--- src/common/csr_pkg.sv ---
package csr_pkg;

    typedef logic [31:0] word_t;
    typedef logic [13:0] csr_num_t;
    typedef logic [5:0]  ecode_t;
    typedef logic [8:0]  esubcode_t;
    typedef logic [1:0]  plv_t;
    typedef logic [8:0]  hw_int_t;     // [8] is the inter-core line

    typedef enum logic [2:0] {
        OP_NONE    = 3'd0,
        OP_CSRRD   = 3'd1,
        OP_CSRWR   = 3'd2,
        OP_CSRXCHG = 3'd3,
        OP_EXCP    = 3'd4,
        OP_ERTN    = 3'd5
    } csr_op_e;

    // one privileged request as it leaves decode
    typedef struct packed {
        csr_op_e   op;
        csr_num_t  csr_num;
        word_t     wdata;      // xchg mask already applied
        word_t     pc;
        ecode_t    ecode;
        esubcode_t esubcode;
        word_t     badv;
    } csr_req_t;

    typedef struct packed {
        logic  flush;
        word_t target;
    } redirect_t;

    // csr numbers
    localparam csr_num_t CSR_CRMD   = 14'h00;
    localparam csr_num_t CSR_PRMD   = 14'h01;
    localparam csr_num_t CSR_ECFG   = 14'h04;
    localparam csr_num_t CSR_ESTAT  = 14'h05;
    localparam csr_num_t CSR_ERA    = 14'h06;
    localparam csr_num_t CSR_BADV   = 14'h07;
    localparam csr_num_t CSR_EENTRY = 14'h0c;
    localparam csr_num_t CSR_SAVE0  = 14'h30;
    localparam csr_num_t CSR_SAVE1  = 14'h31;
    localparam csr_num_t CSR_SAVE2  = 14'h32;
    localparam csr_num_t CSR_SAVE3  = 14'h33;
    localparam csr_num_t CSR_TID    = 14'h40;
    localparam csr_num_t CSR_TCFG   = 14'h41;
    localparam csr_num_t CSR_TVAL   = 14'h42;
    localparam csr_num_t CSR_TICLR  = 14'h44;

    // exception codes
    localparam ecode_t EC_INT = 6'h00;
    localparam ecode_t EC_ADE = 6'h08;
    localparam ecode_t EC_ALE = 6'h09;
    localparam ecode_t EC_SYS = 6'h0b;
    localparam ecode_t EC_BRK = 6'h0c;
    localparam ecode_t EC_INE = 6'h0d;

    // lie bits 12:11 and 9:0 with bit 10 reserved
    localparam word_t ECFG_LIE_MASK = 32'h0000_1bff;

    // da set, plv 0, ie off
    localparam word_t CRMD_RESET = 32'h0000_0008;

endpackage
--- src/design/csr_unit.sv ---
`timescale 1ns/100ps

module csr_unit (
    input  logic               clk,
    input  logic               rstn,
    input  logic               stall,
    input  logic               flush,
    input  logic               req_valid,
    input  csr_pkg::csr_op_e   op,
    input  csr_pkg::csr_num_t  csr_num,
    input  csr_pkg::word_t     wdata,
    input  csr_pkg::word_t     wmask,
    input  csr_pkg::word_t     pc,
    input  logic               excp_valid,
    input  csr_pkg::ecode_t    ecode,
    input  csr_pkg::esubcode_t esubcode,
    input  csr_pkg::word_t     badv,
    input  csr_pkg::hw_int_t   hw_int,
    output csr_pkg::word_t     rdata,
    output csr_pkg::redirect_t redirect,
    output logic               excp_flush,
    output logic               ertn_flush,
    output csr_pkg::plv_t      crmd_plv,
    output logic               crmd_ie
);
    import csr_pkg::*;

    csr_req_t req;
    csr_req_t stage_req;
    word_t    cur_rdata;
    word_t    eentry;
    word_t    era;
    word_t    tcfg_wdata;
    word_t    tval;
    logic     int_pending;
    logic     excp_busy;
    logic     commit;
    logic     tcfg_we;
    logic     ticlr;
    logic     timer_int;

    csr_decode decode_i (
        .op          (op),
        .csr_num     (csr_num),
        .wdata       (wdata),
        .wmask       (wmask),
        .pc          (pc),
        .excp_valid  (excp_valid),
        .ecode       (ecode),
        .esubcode    (esubcode),
        .badv        (badv),
        .cur_rdata   (cur_rdata),
        .int_pending (int_pending),
        .excp_busy   (excp_busy),
        .req         (req)
    );

    csr_stage_reg stage_i (
        .clk       (clk),
        .rstn      (rstn),
        .stall     (stall),
        .flush     (flush),
        .req_valid (req_valid),
        .req       (req),
        .eentry    (eentry),
        .era       (era),
        .cur_rdata (cur_rdata),
        .stage_req (stage_req),
        .commit    (commit),
        .excp_busy (excp_busy),
        .rdata     (rdata),
        .redirect  (redirect)
    );

    // read port follows the incoming csr number
    csr_regfile regfile_i (
        .clk         (clk),
        .rstn        (rstn),
        .commit      (commit),
        .stage_req   (stage_req),
        .rd_num      (csr_num),
        .hw_int      (hw_int),
        .timer_int   (timer_int),
        .tval        (tval),
        .rd_data     (cur_rdata),
        .eentry      (eentry),
        .era         (era),
        .int_pending (int_pending),
        .tcfg_we     (tcfg_we),
        .tcfg_wdata  (tcfg_wdata),
        .ticlr       (ticlr),
        .excp_flush  (excp_flush),
        .ertn_flush  (ertn_flush),
        .crmd_plv    (crmd_plv),
        .crmd_ie     (crmd_ie)
    );

    csr_timer timer_i (
        .clk        (clk),
        .rstn       (rstn),
        .tcfg_we    (tcfg_we),
        .tcfg_wdata (tcfg_wdata),
        .ticlr      (ticlr),
        .tval       (tval),
        .timer_int  (timer_int)
    );

endmodule

--- src/csr_regfile/csr_regfile.sv ---
`timescale 1ns/100ps

module csr_regfile (
    input  logic              clk,
    input  logic              rstn,
    input  logic              commit,
    input  csr_pkg::csr_req_t stage_req,
    input  csr_pkg::csr_num_t rd_num,
    input  csr_pkg::hw_int_t  hw_int,
    input  logic              timer_int,
    input  csr_pkg::word_t    tval,
    output csr_pkg::word_t    rd_data,
    output csr_pkg::word_t    eentry,
    output csr_pkg::word_t    era,
    output logic              int_pending,
    output logic              tcfg_we,
    output csr_pkg::word_t    tcfg_wdata,
    output logic              ticlr,
    output logic              excp_flush,
    output logic              ertn_flush,
    output csr_pkg::plv_t     crmd_plv,
    output logic              crmd_ie
);
    import csr_pkg::*;

    word_t       crmd_q;
    logic [2:0]  prmd_q;          // {pie, pplv}
    logic [12:0] ecfg_lie;
    logic [1:0]  estat_sw;
    ecode_t      estat_ecode;
    esubcode_t   estat_esubcode;
    word_t       era_q;
    word_t       badv_q;
    logic [31:6] eentry_q;
    word_t       save_q [4];
    word_t       tid_q;
    word_t       tcfg_q;
    logic [12:0] is_vec;
    logic        csr_we;
    logic        excp_go;
    logic        ertn_go;

    assign csr_we  = commit && (stage_req.op == OP_CSRWR || stage_req.op == OP_CSRXCHG);
    assign excp_go = commit && (stage_req.op == OP_EXCP);
    assign ertn_go = commit && (stage_req.op == OP_ERTN);

    // ipi, timer, reserved, hw[7:0], sw[1:0]
    assign is_vec      = {hw_int[8], timer_int, 1'b0, hw_int[7:0], estat_sw};
    assign int_pending = crmd_q[2] && |(is_vec & ecfg_lie);

    assign ticlr = csr_we && (stage_req.csr_num == CSR_TICLR) && stage_req.wdata[0];

    assign crmd_plv   = crmd_q[1:0];
    assign crmd_ie    = crmd_q[2];
    assign era        = era_q;
    assign eentry     = {eentry_q, 6'b0};
    assign tcfg_wdata = tcfg_q;

    always_comb
    begin
        case (rd_num)
            CSR_CRMD:   rd_data = crmd_q;
            CSR_PRMD:   rd_data = {29'b0, prmd_q};
            CSR_ECFG:   rd_data = {19'b0, ecfg_lie};
            CSR_ESTAT:  rd_data = {1'b0, estat_esubcode, estat_ecode, 3'b0, is_vec};
            CSR_ERA:    rd_data = era_q;
            CSR_BADV:   rd_data = badv_q;
            CSR_EENTRY: rd_data = {eentry_q, 6'b0};
            CSR_SAVE0, CSR_SAVE1, CSR_SAVE2, CSR_SAVE3:
                rd_data = save_q[rd_num[1:0]];
            CSR_TID:    rd_data = tid_q;
            CSR_TCFG:   rd_data = tcfg_q;
            CSR_TVAL:   rd_data = tval;
            default:    rd_data = '0;  // ticlr and unknown numbers
        endcase
    end

    always_ff @(posedge clk)
    begin
        if (!rstn)
        begin
            crmd_q         <= CRMD_RESET;
            prmd_q         <= '0;
            ecfg_lie       <= '0;
            estat_sw       <= '0;
            estat_ecode    <= '0;
            estat_esubcode <= '0;
            era_q          <= '0;
            badv_q         <= '0;
            eentry_q       <= '0;
            for (int i = 0; i < 4; i++)
            begin
                save_q[i] <= '0;
            end
            tid_q          <= '0;
            tcfg_q         <= '0;
            tcfg_we        <= 1'b0;
            excp_flush     <= 1'b0;
            ertn_flush     <= 1'b0;
        end
        else
        begin
            excp_flush <= excp_go;
            ertn_flush <= ertn_go;
            tcfg_we    <= csr_we && (stage_req.csr_num == CSR_TCFG);  // timer reloads next
            if (excp_go)
            begin
                prmd_q         <= crmd_q[2:0];
                crmd_q[2:0]    <= 3'b000;
                era_q          <= stage_req.pc;
                estat_ecode    <= stage_req.ecode;
                estat_esubcode <= stage_req.esubcode;
                if (stage_req.ecode == EC_ALE || stage_req.ecode == EC_ADE)
                begin
                    badv_q <= stage_req.badv;
                end
            end
            else if (ertn_go)
            begin
                crmd_q[2:0] <= prmd_q;
            end
            else if (csr_we)
            begin
                case (stage_req.csr_num)
                    CSR_CRMD:   crmd_q[2:0] <= stage_req.wdata[2:0];
                    CSR_PRMD:   prmd_q <= stage_req.wdata[2:0];
                    CSR_ECFG:   ecfg_lie <= stage_req.wdata[12:0] & ECFG_LIE_MASK[12:0];
                    CSR_ESTAT:  estat_sw <= stage_req.wdata[1:0];  // only sw bits writable
                    CSR_ERA:    era_q <= stage_req.wdata;
                    CSR_BADV:   badv_q <= stage_req.wdata;
                    CSR_EENTRY: eentry_q <= stage_req.wdata[31:6];
                    CSR_SAVE0, CSR_SAVE1, CSR_SAVE2, CSR_SAVE3:
                        save_q[stage_req.csr_num[1:0]] <= stage_req.wdata;
                    CSR_TID:    tid_q <= stage_req.wdata;
                    CSR_TCFG:   tcfg_q <= stage_req.wdata;
                    default:    ;
                endcase
            end
        end
    end

endmodule

--- src/csr_regfile/csr_timer.sv ---
`timescale 1ns/100ps

module csr_timer (
    input  logic           clk,
    input  logic           rstn,
    input  logic           tcfg_we,
    input  csr_pkg::word_t tcfg_wdata,
    input  logic           ticlr,
    output csr_pkg::word_t tval,
    output logic           timer_int
);
    import csr_pkg::*;

    word_t init_val;
    logic  en;
    logic  periodic;
    logic  at_zero;

    assign en       = tcfg_wdata[0];
    assign periodic = tcfg_wdata[1];
    assign init_val = {tcfg_wdata[31:2], 2'b00};
    assign at_zero  = (tval == '0);

    always_ff @(posedge clk)
    begin
        if (!rstn)
        begin
            tval      <= '0;
            timer_int <= 1'b0;
        end
        else
        begin
            if (ticlr)
            begin
                timer_int <= 1'b0;  // clear wins over a new set
            end
            else if (en && at_zero && !tcfg_we)
            begin
                timer_int <= 1'b1;
            end

            if (tcfg_we)
            begin
                tval <= init_val;
            end
            else if (en)
            begin
                if (at_zero && periodic)
                begin
                    tval <= init_val;
                end
                else if (tval != '1)
                begin
                    tval <= tval - 32'd1;  // one-shot parks at all ones
                end
            end
        end
    end

endmodule

--- src/design/csr_stage_reg.sv ---
`timescale 1ns/100ps

module csr_stage_reg (
    input  logic               clk,
    input  logic               rstn,
    input  logic               stall,
    input  logic               flush,
    input  logic               req_valid,
    input  csr_pkg::csr_req_t  req,
    input  csr_pkg::word_t     eentry,
    input  csr_pkg::word_t     era,
    input  csr_pkg::word_t     cur_rdata,
    output csr_pkg::csr_req_t  stage_req,
    output logic               commit,
    output logic               excp_busy,
    output csr_pkg::word_t     rdata,
    output csr_pkg::redirect_t redirect
);
    import csr_pkg::*;

    csr_op_e  op_q;
    csr_req_t req_q;
    word_t    rdata_q;
    logic     flush_q;
    word_t    target_q;
    word_t    target;
    logic     take;

    // exceptions and interrupts enter even under stall or flush
    assign take = (req.op == OP_EXCP) || (req_valid && !stall && !flush);

    always_comb
    begin
        case (req.op)
            OP_EXCP: target = eentry;
            OP_ERTN: target = era;
            default: target = req.pc + 32'd4;
        endcase
    end

    always_ff @(posedge clk)
    begin
        if (!rstn)
        begin
            op_q    <= OP_NONE;
            flush_q <= 1'b0;
            commit  <= 1'b0;
        end
        else
        begin
            commit <= take;  // single strobe, never repeated under stall
            if (take)
            begin
                op_q    <= req.op;
                flush_q <= (req.op != OP_NONE) && (req.op != OP_CSRRD);
            end
            else if (flush || !stall)
            begin
                op_q    <= OP_NONE;
                flush_q <= 1'b0;
            end
        end
    end

    always_ff @(posedge clk)
    begin
        if (take)
        begin
            req_q    <= req;
            rdata_q  <= cur_rdata;  // old value of the addressed csr
            target_q <= target;
        end
    end

    always_comb
    begin
        stage_req       = req_q;
        stage_req.op    = op_q;
        redirect.flush  = flush_q;
        redirect.target = target_q;
    end

    assign rdata     = rdata_q;
    assign excp_busy = (op_q == OP_EXCP);

endmodule

--- src/design/csr_decode.sv ---
`timescale 1ns/100ps

module csr_decode (
    input  csr_pkg::csr_op_e   op,
    input  csr_pkg::csr_num_t  csr_num,
    input  csr_pkg::word_t     wdata,
    input  csr_pkg::word_t     wmask,
    input  csr_pkg::word_t     pc,
    input  logic               excp_valid,
    input  csr_pkg::ecode_t    ecode,
    input  csr_pkg::esubcode_t esubcode,
    input  csr_pkg::word_t     badv,
    input  csr_pkg::word_t     cur_rdata,
    input  logic               int_pending,
    input  logic               excp_busy,
    output csr_pkg::csr_req_t  req
);
    import csr_pkg::*;

    word_t merged;
    logic  take_int;
    logic  addr_fault;

    // bits outside the mask keep the current csr value
    assign merged = (cur_rdata & ~wmask) | (wdata & wmask);

    // no second interrupt while the stage still holds an exception
    assign take_int = int_pending && !excp_busy;

    assign addr_fault = (ecode == EC_ALE) || (ecode == EC_ADE);

    always_comb
    begin
        req          = '0;
        req.op       = op;
        req.csr_num  = csr_num;
        req.pc       = pc;
        req.wdata    = wdata;     // csrwr writes the full word

        if (op == OP_CSRXCHG)
        begin
            req.wdata = merged;
        end

        if (take_int)
        begin
            req.op       = OP_EXCP;
            req.ecode    = EC_INT;
            req.esubcode = '0;
            req.badv     = '0;
        end
        else if (excp_valid)
        begin
            req.op       = OP_EXCP;
            req.ecode    = ecode;
            req.esubcode = esubcode;
            if (addr_fault)
            begin
                req.badv = badv;  // only address faults capture badv
            end
        end
    end

endmodule

--- config.mk ---
export PLATFORM = sky130hd
export DESIGN_NAME = csr_unit
export DESIGN_NICKNAME = d
export VERILOG_FILES = /design/src/common/csr_pkg.sv /design/src/design/csr_unit.sv /design/src/csr_regfile/csr_regfile.sv /design/src/csr_regfile/csr_timer.sv /design/src/design/csr_stage_reg.sv /design/src/design/csr_decode.sv
export SDC_FILE = /design/constraint.sdc
export NUM_CORES = 1
export LEC_CHECK = 0
export BUFFER_PORTS_ARGS = -buffer_cell sky130_fd_sc_hd__buf_2
export CORE_ASPECT_RATIO = 1.25
export CORE_UTILIZATION = 50
export DETAILED_ROUTE_END_ITERATION = 6
export GPL_ROUTABILITY_DRIVEN = 0
export PLACE_DENSITY_LB_ADDON = 0.1
export SLEW_MARGIN = 20
export SYNTH_ARGS = -nofsm -noshare
export SYNTH_HDL_FRONTEND = slang
export SYNTH_HIERARCHICAL = 1
export SYNTH_SLANG_ARGS = --single-unit
--- constraint.sdc ---
create_clock -name clk -period 14.05 [get_ports clk]
set_clock_uncertainty 0.1 [all_clocks]
set_input_delay 0 -clock clk [delete_from_list [all_inputs] [get_ports clk]]
set_output_delay 0 -clock clk [all_outputs]
set_load 0.005 [all_outputs]
After elaboration in Yosys (flattened, before gate mapping):

Memory sizes are Yosys's and may differ from the RTL's.
Index checks and enable logic that the tools add are counted.

* register bits after elaboration: 419
* bits in writable memories: 128
* output and inout bits: 70
* memories kept: 1

* add/subtract/negate cells: 2
* eq/ne operators: 41
* multiplexer cells: 39
* bitwise gates (word level): 10
* reduce and logical (&&, ||, !) cells: 57

Memories
* regfile_i.save_q: depth 4, bits a word 32, read ports 1, clocked after Yosys merged registers in 0, write ports 4, RTL line csr_regfile.sv:35 `word_t save_q [4];`

Operators with widths (count)
* two-way mux 32 bit: 15
* case mux 32 bit (11 select lines): 1
* == test 14 x 3 -> 1 bit, second input constant: 8
* == test 14 x 6 -> 1 bit, second input constant: 8
* == test 14 x 7 -> 1 bit, second input constant: 6
* AND 32 bit: 2
* case mux 32 bit (2 select lines): 1
* two-way mux 3 bit: 11
* adder 32 x 3 -> 32 bit, second input constant: 1
* zero test 32 bit: 1
* != test 32 bit, second input constant: 1
* NOT 32 bit: 1
* bitwise OR 32 bit: 1
* OR reduction 32 bit: 1
* subtractor 32 x 1 -> 32 bit, second input constant: 1
* == test 14 x 1 -> 1 bit, second input constant: 2
* == test 14 x 4 -> 1 bit, second input constant: 2
* zero test 14 bit: 2
* == test 6 x 4 -> 1 bit, second input constant: 4
* AND reduction 4 bit: 6
* nonzero test 2 bit: 9
* logical AND 1 bit: 14
* AND 13 bit: 1
* OR reduction 13 bit: 1
* other kinds (16): 49

Depth between registers and ports, before layout:

* depth after elaboration: 10
* gate-level depth with buffers: 11

Cells and area by module:

Netlist, hierarchy kept.

Modules (own cells, without submodules)
* csr_regfile: times used 1, cells each 1623, area an instance 15363.5 um^2, sequential area each 7687.4 um^2
* csr_stage_reg: times used 1, cells each 419, area an instance 7211.9 um^2, sequential area each 5775.5 um^2
* csr_timer: times used 1, cells each 323, area an instance 2363.5 um^2, sequential area each 660.6 um^2
* csr_decode: times used 1, cells each 185, area an instance 1784.2 um^2, sequential area each 0.0 um^2

Worst setup path before layout:

No wires, ideal clock.

* path kind: reg2reg
* start point: register regfile_i.ecfg_lie[3]
* end point: register stage_i.op_q[2]
* data arrival time: 11.257 ns
* data required time: 13.889 ns
* setup slack: 2.632 ns
* stages on the path, launching flop included: 11
* path buffers: 1
* clock period less this slack: 11.418 ns
* path through: dfxtp_1 a22o_1 a221oi_1 a31oi_1 nor2b_1 clkbuf_1 nor3b_1 nand2b_1 o21bai_1 and2_1 a32o_1

RTL lines
* start: declaration: RTL line csr_regfile.sv:28 `logic [12:0] ecfg_lie;`
* start signal: assignment: RTL line csr_regfile.sv:127 `CSR_ECFG: ecfg_lie <= stage_req.wdata[12:0] & ECFG_LIE_MASK[12:0];`
* end signal: assignment: RTL line csr_stage_reg.sv:54 `op_q <= req.op;`
* end: declaration: RTL line csr_stage_reg.sv:21 `csr_op_e op_q;`

==> results.toml <==
[die]
die_h_um = 260
pin_count = 245
core_um2 = 52700
die_width_um = 209
row_count = 94
dieArea_um2 = 54400
start_util_pct = 50.7

[final_layout]
multi_input_area_um2 = 11300
final_nets = 2975
n_fill_cell = 4422
syn_to_final_growth_pct = 17.8
final_cells = 3515
seqCellArea_um2 = 14100
drive_above_1_share_pct = 18.7
num_antenna_cells = 0

[power_and_ir_drop]
cellLeakagePower_nw = 11.4
power_density_nw_per_um2 = 115
ir_drop_mv = 0.0965

[global_route]
antenna_found_initial = 3
grtUsageTotal_pct = 31.4
grt_max_degree = 183
overflow = 0
grt_pass1_vias = 20900
grt_pass1_wl_um = 130000

[setup_path]
critPathRequiredTime_ns = 14.50
ff2ff_path_depth = 14
reg2reg_slack_ns = 8.79
cp-startpoint = "regfile_i/ecfg_lie[3]"
startpoint_type = "flip-flop"
r2r_end = "stage_i/op_q[1]"
r2r-start = "regfile_i/ecfg_lie[3]"
endpoint = "stage_i/op_q[1]"
cp.arrival_ns = 5.71
cp-end-kind = "flip-flop"
cp_max_fo = 65
path_class = "flip-flop to flip-flop"

[routing]
routed_via_density = 6.20
drt_pass1_iterations = 6
avgRoutedWirePerCell_um = 24.7
route.final.wire_length_um = 86900
dr.first_iter.drc_count = 2600
vias = 21800
drt.antenna.violating_nets = 0
drcViolationCount = 0

[hold_path]
min_path_type = "input port to flip-flop"

[clock_tree]
hold_buffers = 186
clkTransAtPathRegs_ns = 0.06
cts.htree.levels = 2
clock_latency_ns = 0.63
cts_setup_buffers = 0
cts_tree = "yes"
cts_buffer_depth = 3
cts_buffers = 55
cts.sinks = 547
cts_resized = 0
cts_root_buf = "clkbuf_16"

[timing]
max_slew.worst_pin.slew_ns = 1.16
setup-tns-final_ns = 0
rsz0062_at_grt = "no"
clock.fmax_mhz = 190
finalSetupViolations = 0
slew_headroom_pct = 22.1
drv_slew = 0
period_share_pct = 37.5
period_needed_ns = 5.26
final-hold-violation-count = 0
layout_setup_ws_ns = 8.79

[synthesis]
netlist.area_leader.share_pct = 35.6
yosysMostFrequentCell = "nand2_1"
synth-edff-count = 317
yosys-top-cells-count = "nand2_1, edfxtp_1, dfxtp_1"
ys_warn_count = 6
async_flop_share_pct = 0
synth_area_leader_cell = "edfxtp_1"
netlist_area_um2 = 26700
ys.flop_type = "edfxtp_1"
synth.area.top_cells = "edfxtp_1, dfxtp_1, nand2_1"
synth_cell_type_count = 93
yosys_register_bits = 547
yosysSeqAreaShare_pct = 52.9
avgSynthCellArea_um2 = 10.5
syn_inst = 2550

[place]
portBuffers = 244
dp_hpwl_um = 56600
place_ws_ns = 10.24
place_inst = 3225

[run]
max-cap-violations = 0

[run_status]
status = "finished clean"
[worst max-delay path, stage by stage (launching register included)]
cell and delay (ns):
dfxtp_1 0.32, a22o_1 0.22, a221oi_1 0.30, a31oi_1 0.17
nor2b_4 0.15, buf_4 0.35, nor3b_1 0.40, nand2b_2 0.23
buf_4 0.63, o211a_1 0.22, dlygate4sd3_1 0.68, a22oi_1 0.10
dlygate4sd3_1 0.58, nor2b_1 0.13, dlygate4sd3_1 0.56
[per-stage QoR]
step                hold slack (ns)  util [%]  cell area, µm²  power [mW]
global placement              0.103      52.8           27800        2.13
detailed placement            0.108      52.8           27800        2.13
floorplan                    0.0282         -           26700        2.03
CTS                        0.000255      59.7           31500        3.63
finish                       0.0328      59.7           31500        3.62
global route                 0.0244      59.7           31500        3.72
[registers in the layout (all words and copies together), names as in the netlist, 6 cells and up]
name and cells:
regfile_i/estat_ecode 6, regfile_i/era 32, timer_i/tval 32, stage_i/rdata 32, regfile_i/estat_esubcode 9, regfile_i/tcfg_wdata 32, regfile_i/save_q 128, regfile_i/badv_q 32
regfile_i/tid_q 32, stage_i/target_q 32, regfile_i/ecfg_lie 12, stage_i/stage_req 125, regfile_i/eentry_q 26
[kinds of logic (layout without fill, tap and decap cells)]
family | Yosys count | after routing | share of synthesized area [%]
buffers and inverters | 297 | 585 | 5.34
flip-flops | 547 | 547 | 52.9
AO/OA/AOI/OAI | 553 | 553 | 13.4
multiplexers | 127 | 127 | 6.62
other | 1 | 6 | 0.0140
XOR/XNOR | 35 | 35 | 1.15
AND/OR/NAND/NOR | 987 | 987 | 20.5
adder cells (fa/ha/maj) | 3 | 3 | 0.140
[metal layers]
| metal | track usage [%] | routed length, µm | share of wire (%) | up-vias |
|---|---|---|---|---|
| met5 | 0 | 11 | 0.013 | - |
| met4 | 9.76 | 2420 | 2.8 | 2 |
| met3 | 4.75 | 8000 | 9.2 | 161 |
| met2 | 50.9 | 40700 | 47 | 1127 |
| met1 | 43.6 | 35700 | 41 | 10700 |
| li1 | - | - | - | 9830 |
[worst min-delay path by stage]
stage / from / to / slack [ns] / depth (start not counted)
after global placement: csr_num[10] / stage_i/stage_req[121] / 0.10 / 1
after detailed placement: csr_num[11] / stage_i/stage_req[122] / 0.11 / 1
after global routing: req_valid / stage_i/stage_req[111] / 0.02 / 3
after CTS: pc[31] / stage_i/stage_req[78] / 0.0003 / 2
after floorplan: rstn / stage_i/op_q[0] / 0.03 / 1
final: hw_int[4] / stage_i/rdata[6] / 0.03 / 4
[final cells by class]
| cell class | instances | share of cell area (%) |
|---|---|---|
| Timing Repair Buffer | 465 | 10.7 |
| Multi-Input combinational cell | 1711 | 35.9 |
| Tap cell | 672 | 2.67 |
| Clock buffer | 72 | 4.80 |
| Clock inverter | 31 | 0.831 |
| Sequential cell | 547 | 44.9 |
| Inverter | 17 | 0.207 |
[power by group]
group          internal (mW)  leakage, nW  switching (mW)  total, mW
registers               1.78         5.09          0.0810       1.86
logic                  0.123         5.43           0.163      0.286
clock network          0.830        0.876           0.641       1.47
total                   2.73         11.4           0.885       3.62
[placed cells by master (no fill, tap or decap), types with 29 or more instances in the layout]
cell type and count:
nand3_1 62, o21ai_0 133, a21oi_1 153, edfxtp_1 317
a211oi_1 30, and2_1 130, clkbuf_16 56, a22oi_1 31
buf_2 242, dlygate4sd3_1 186, mux4_2 35, mux2_2 29
a31oi_1 55, mux2i_1 45, nor4b_2 29, nand2_1 347
buf_4 35, nor4bb_1 33, nor2b_1 32, nor2_1 162
dfxtp_1 230
(Power assumes the default switching activity.)
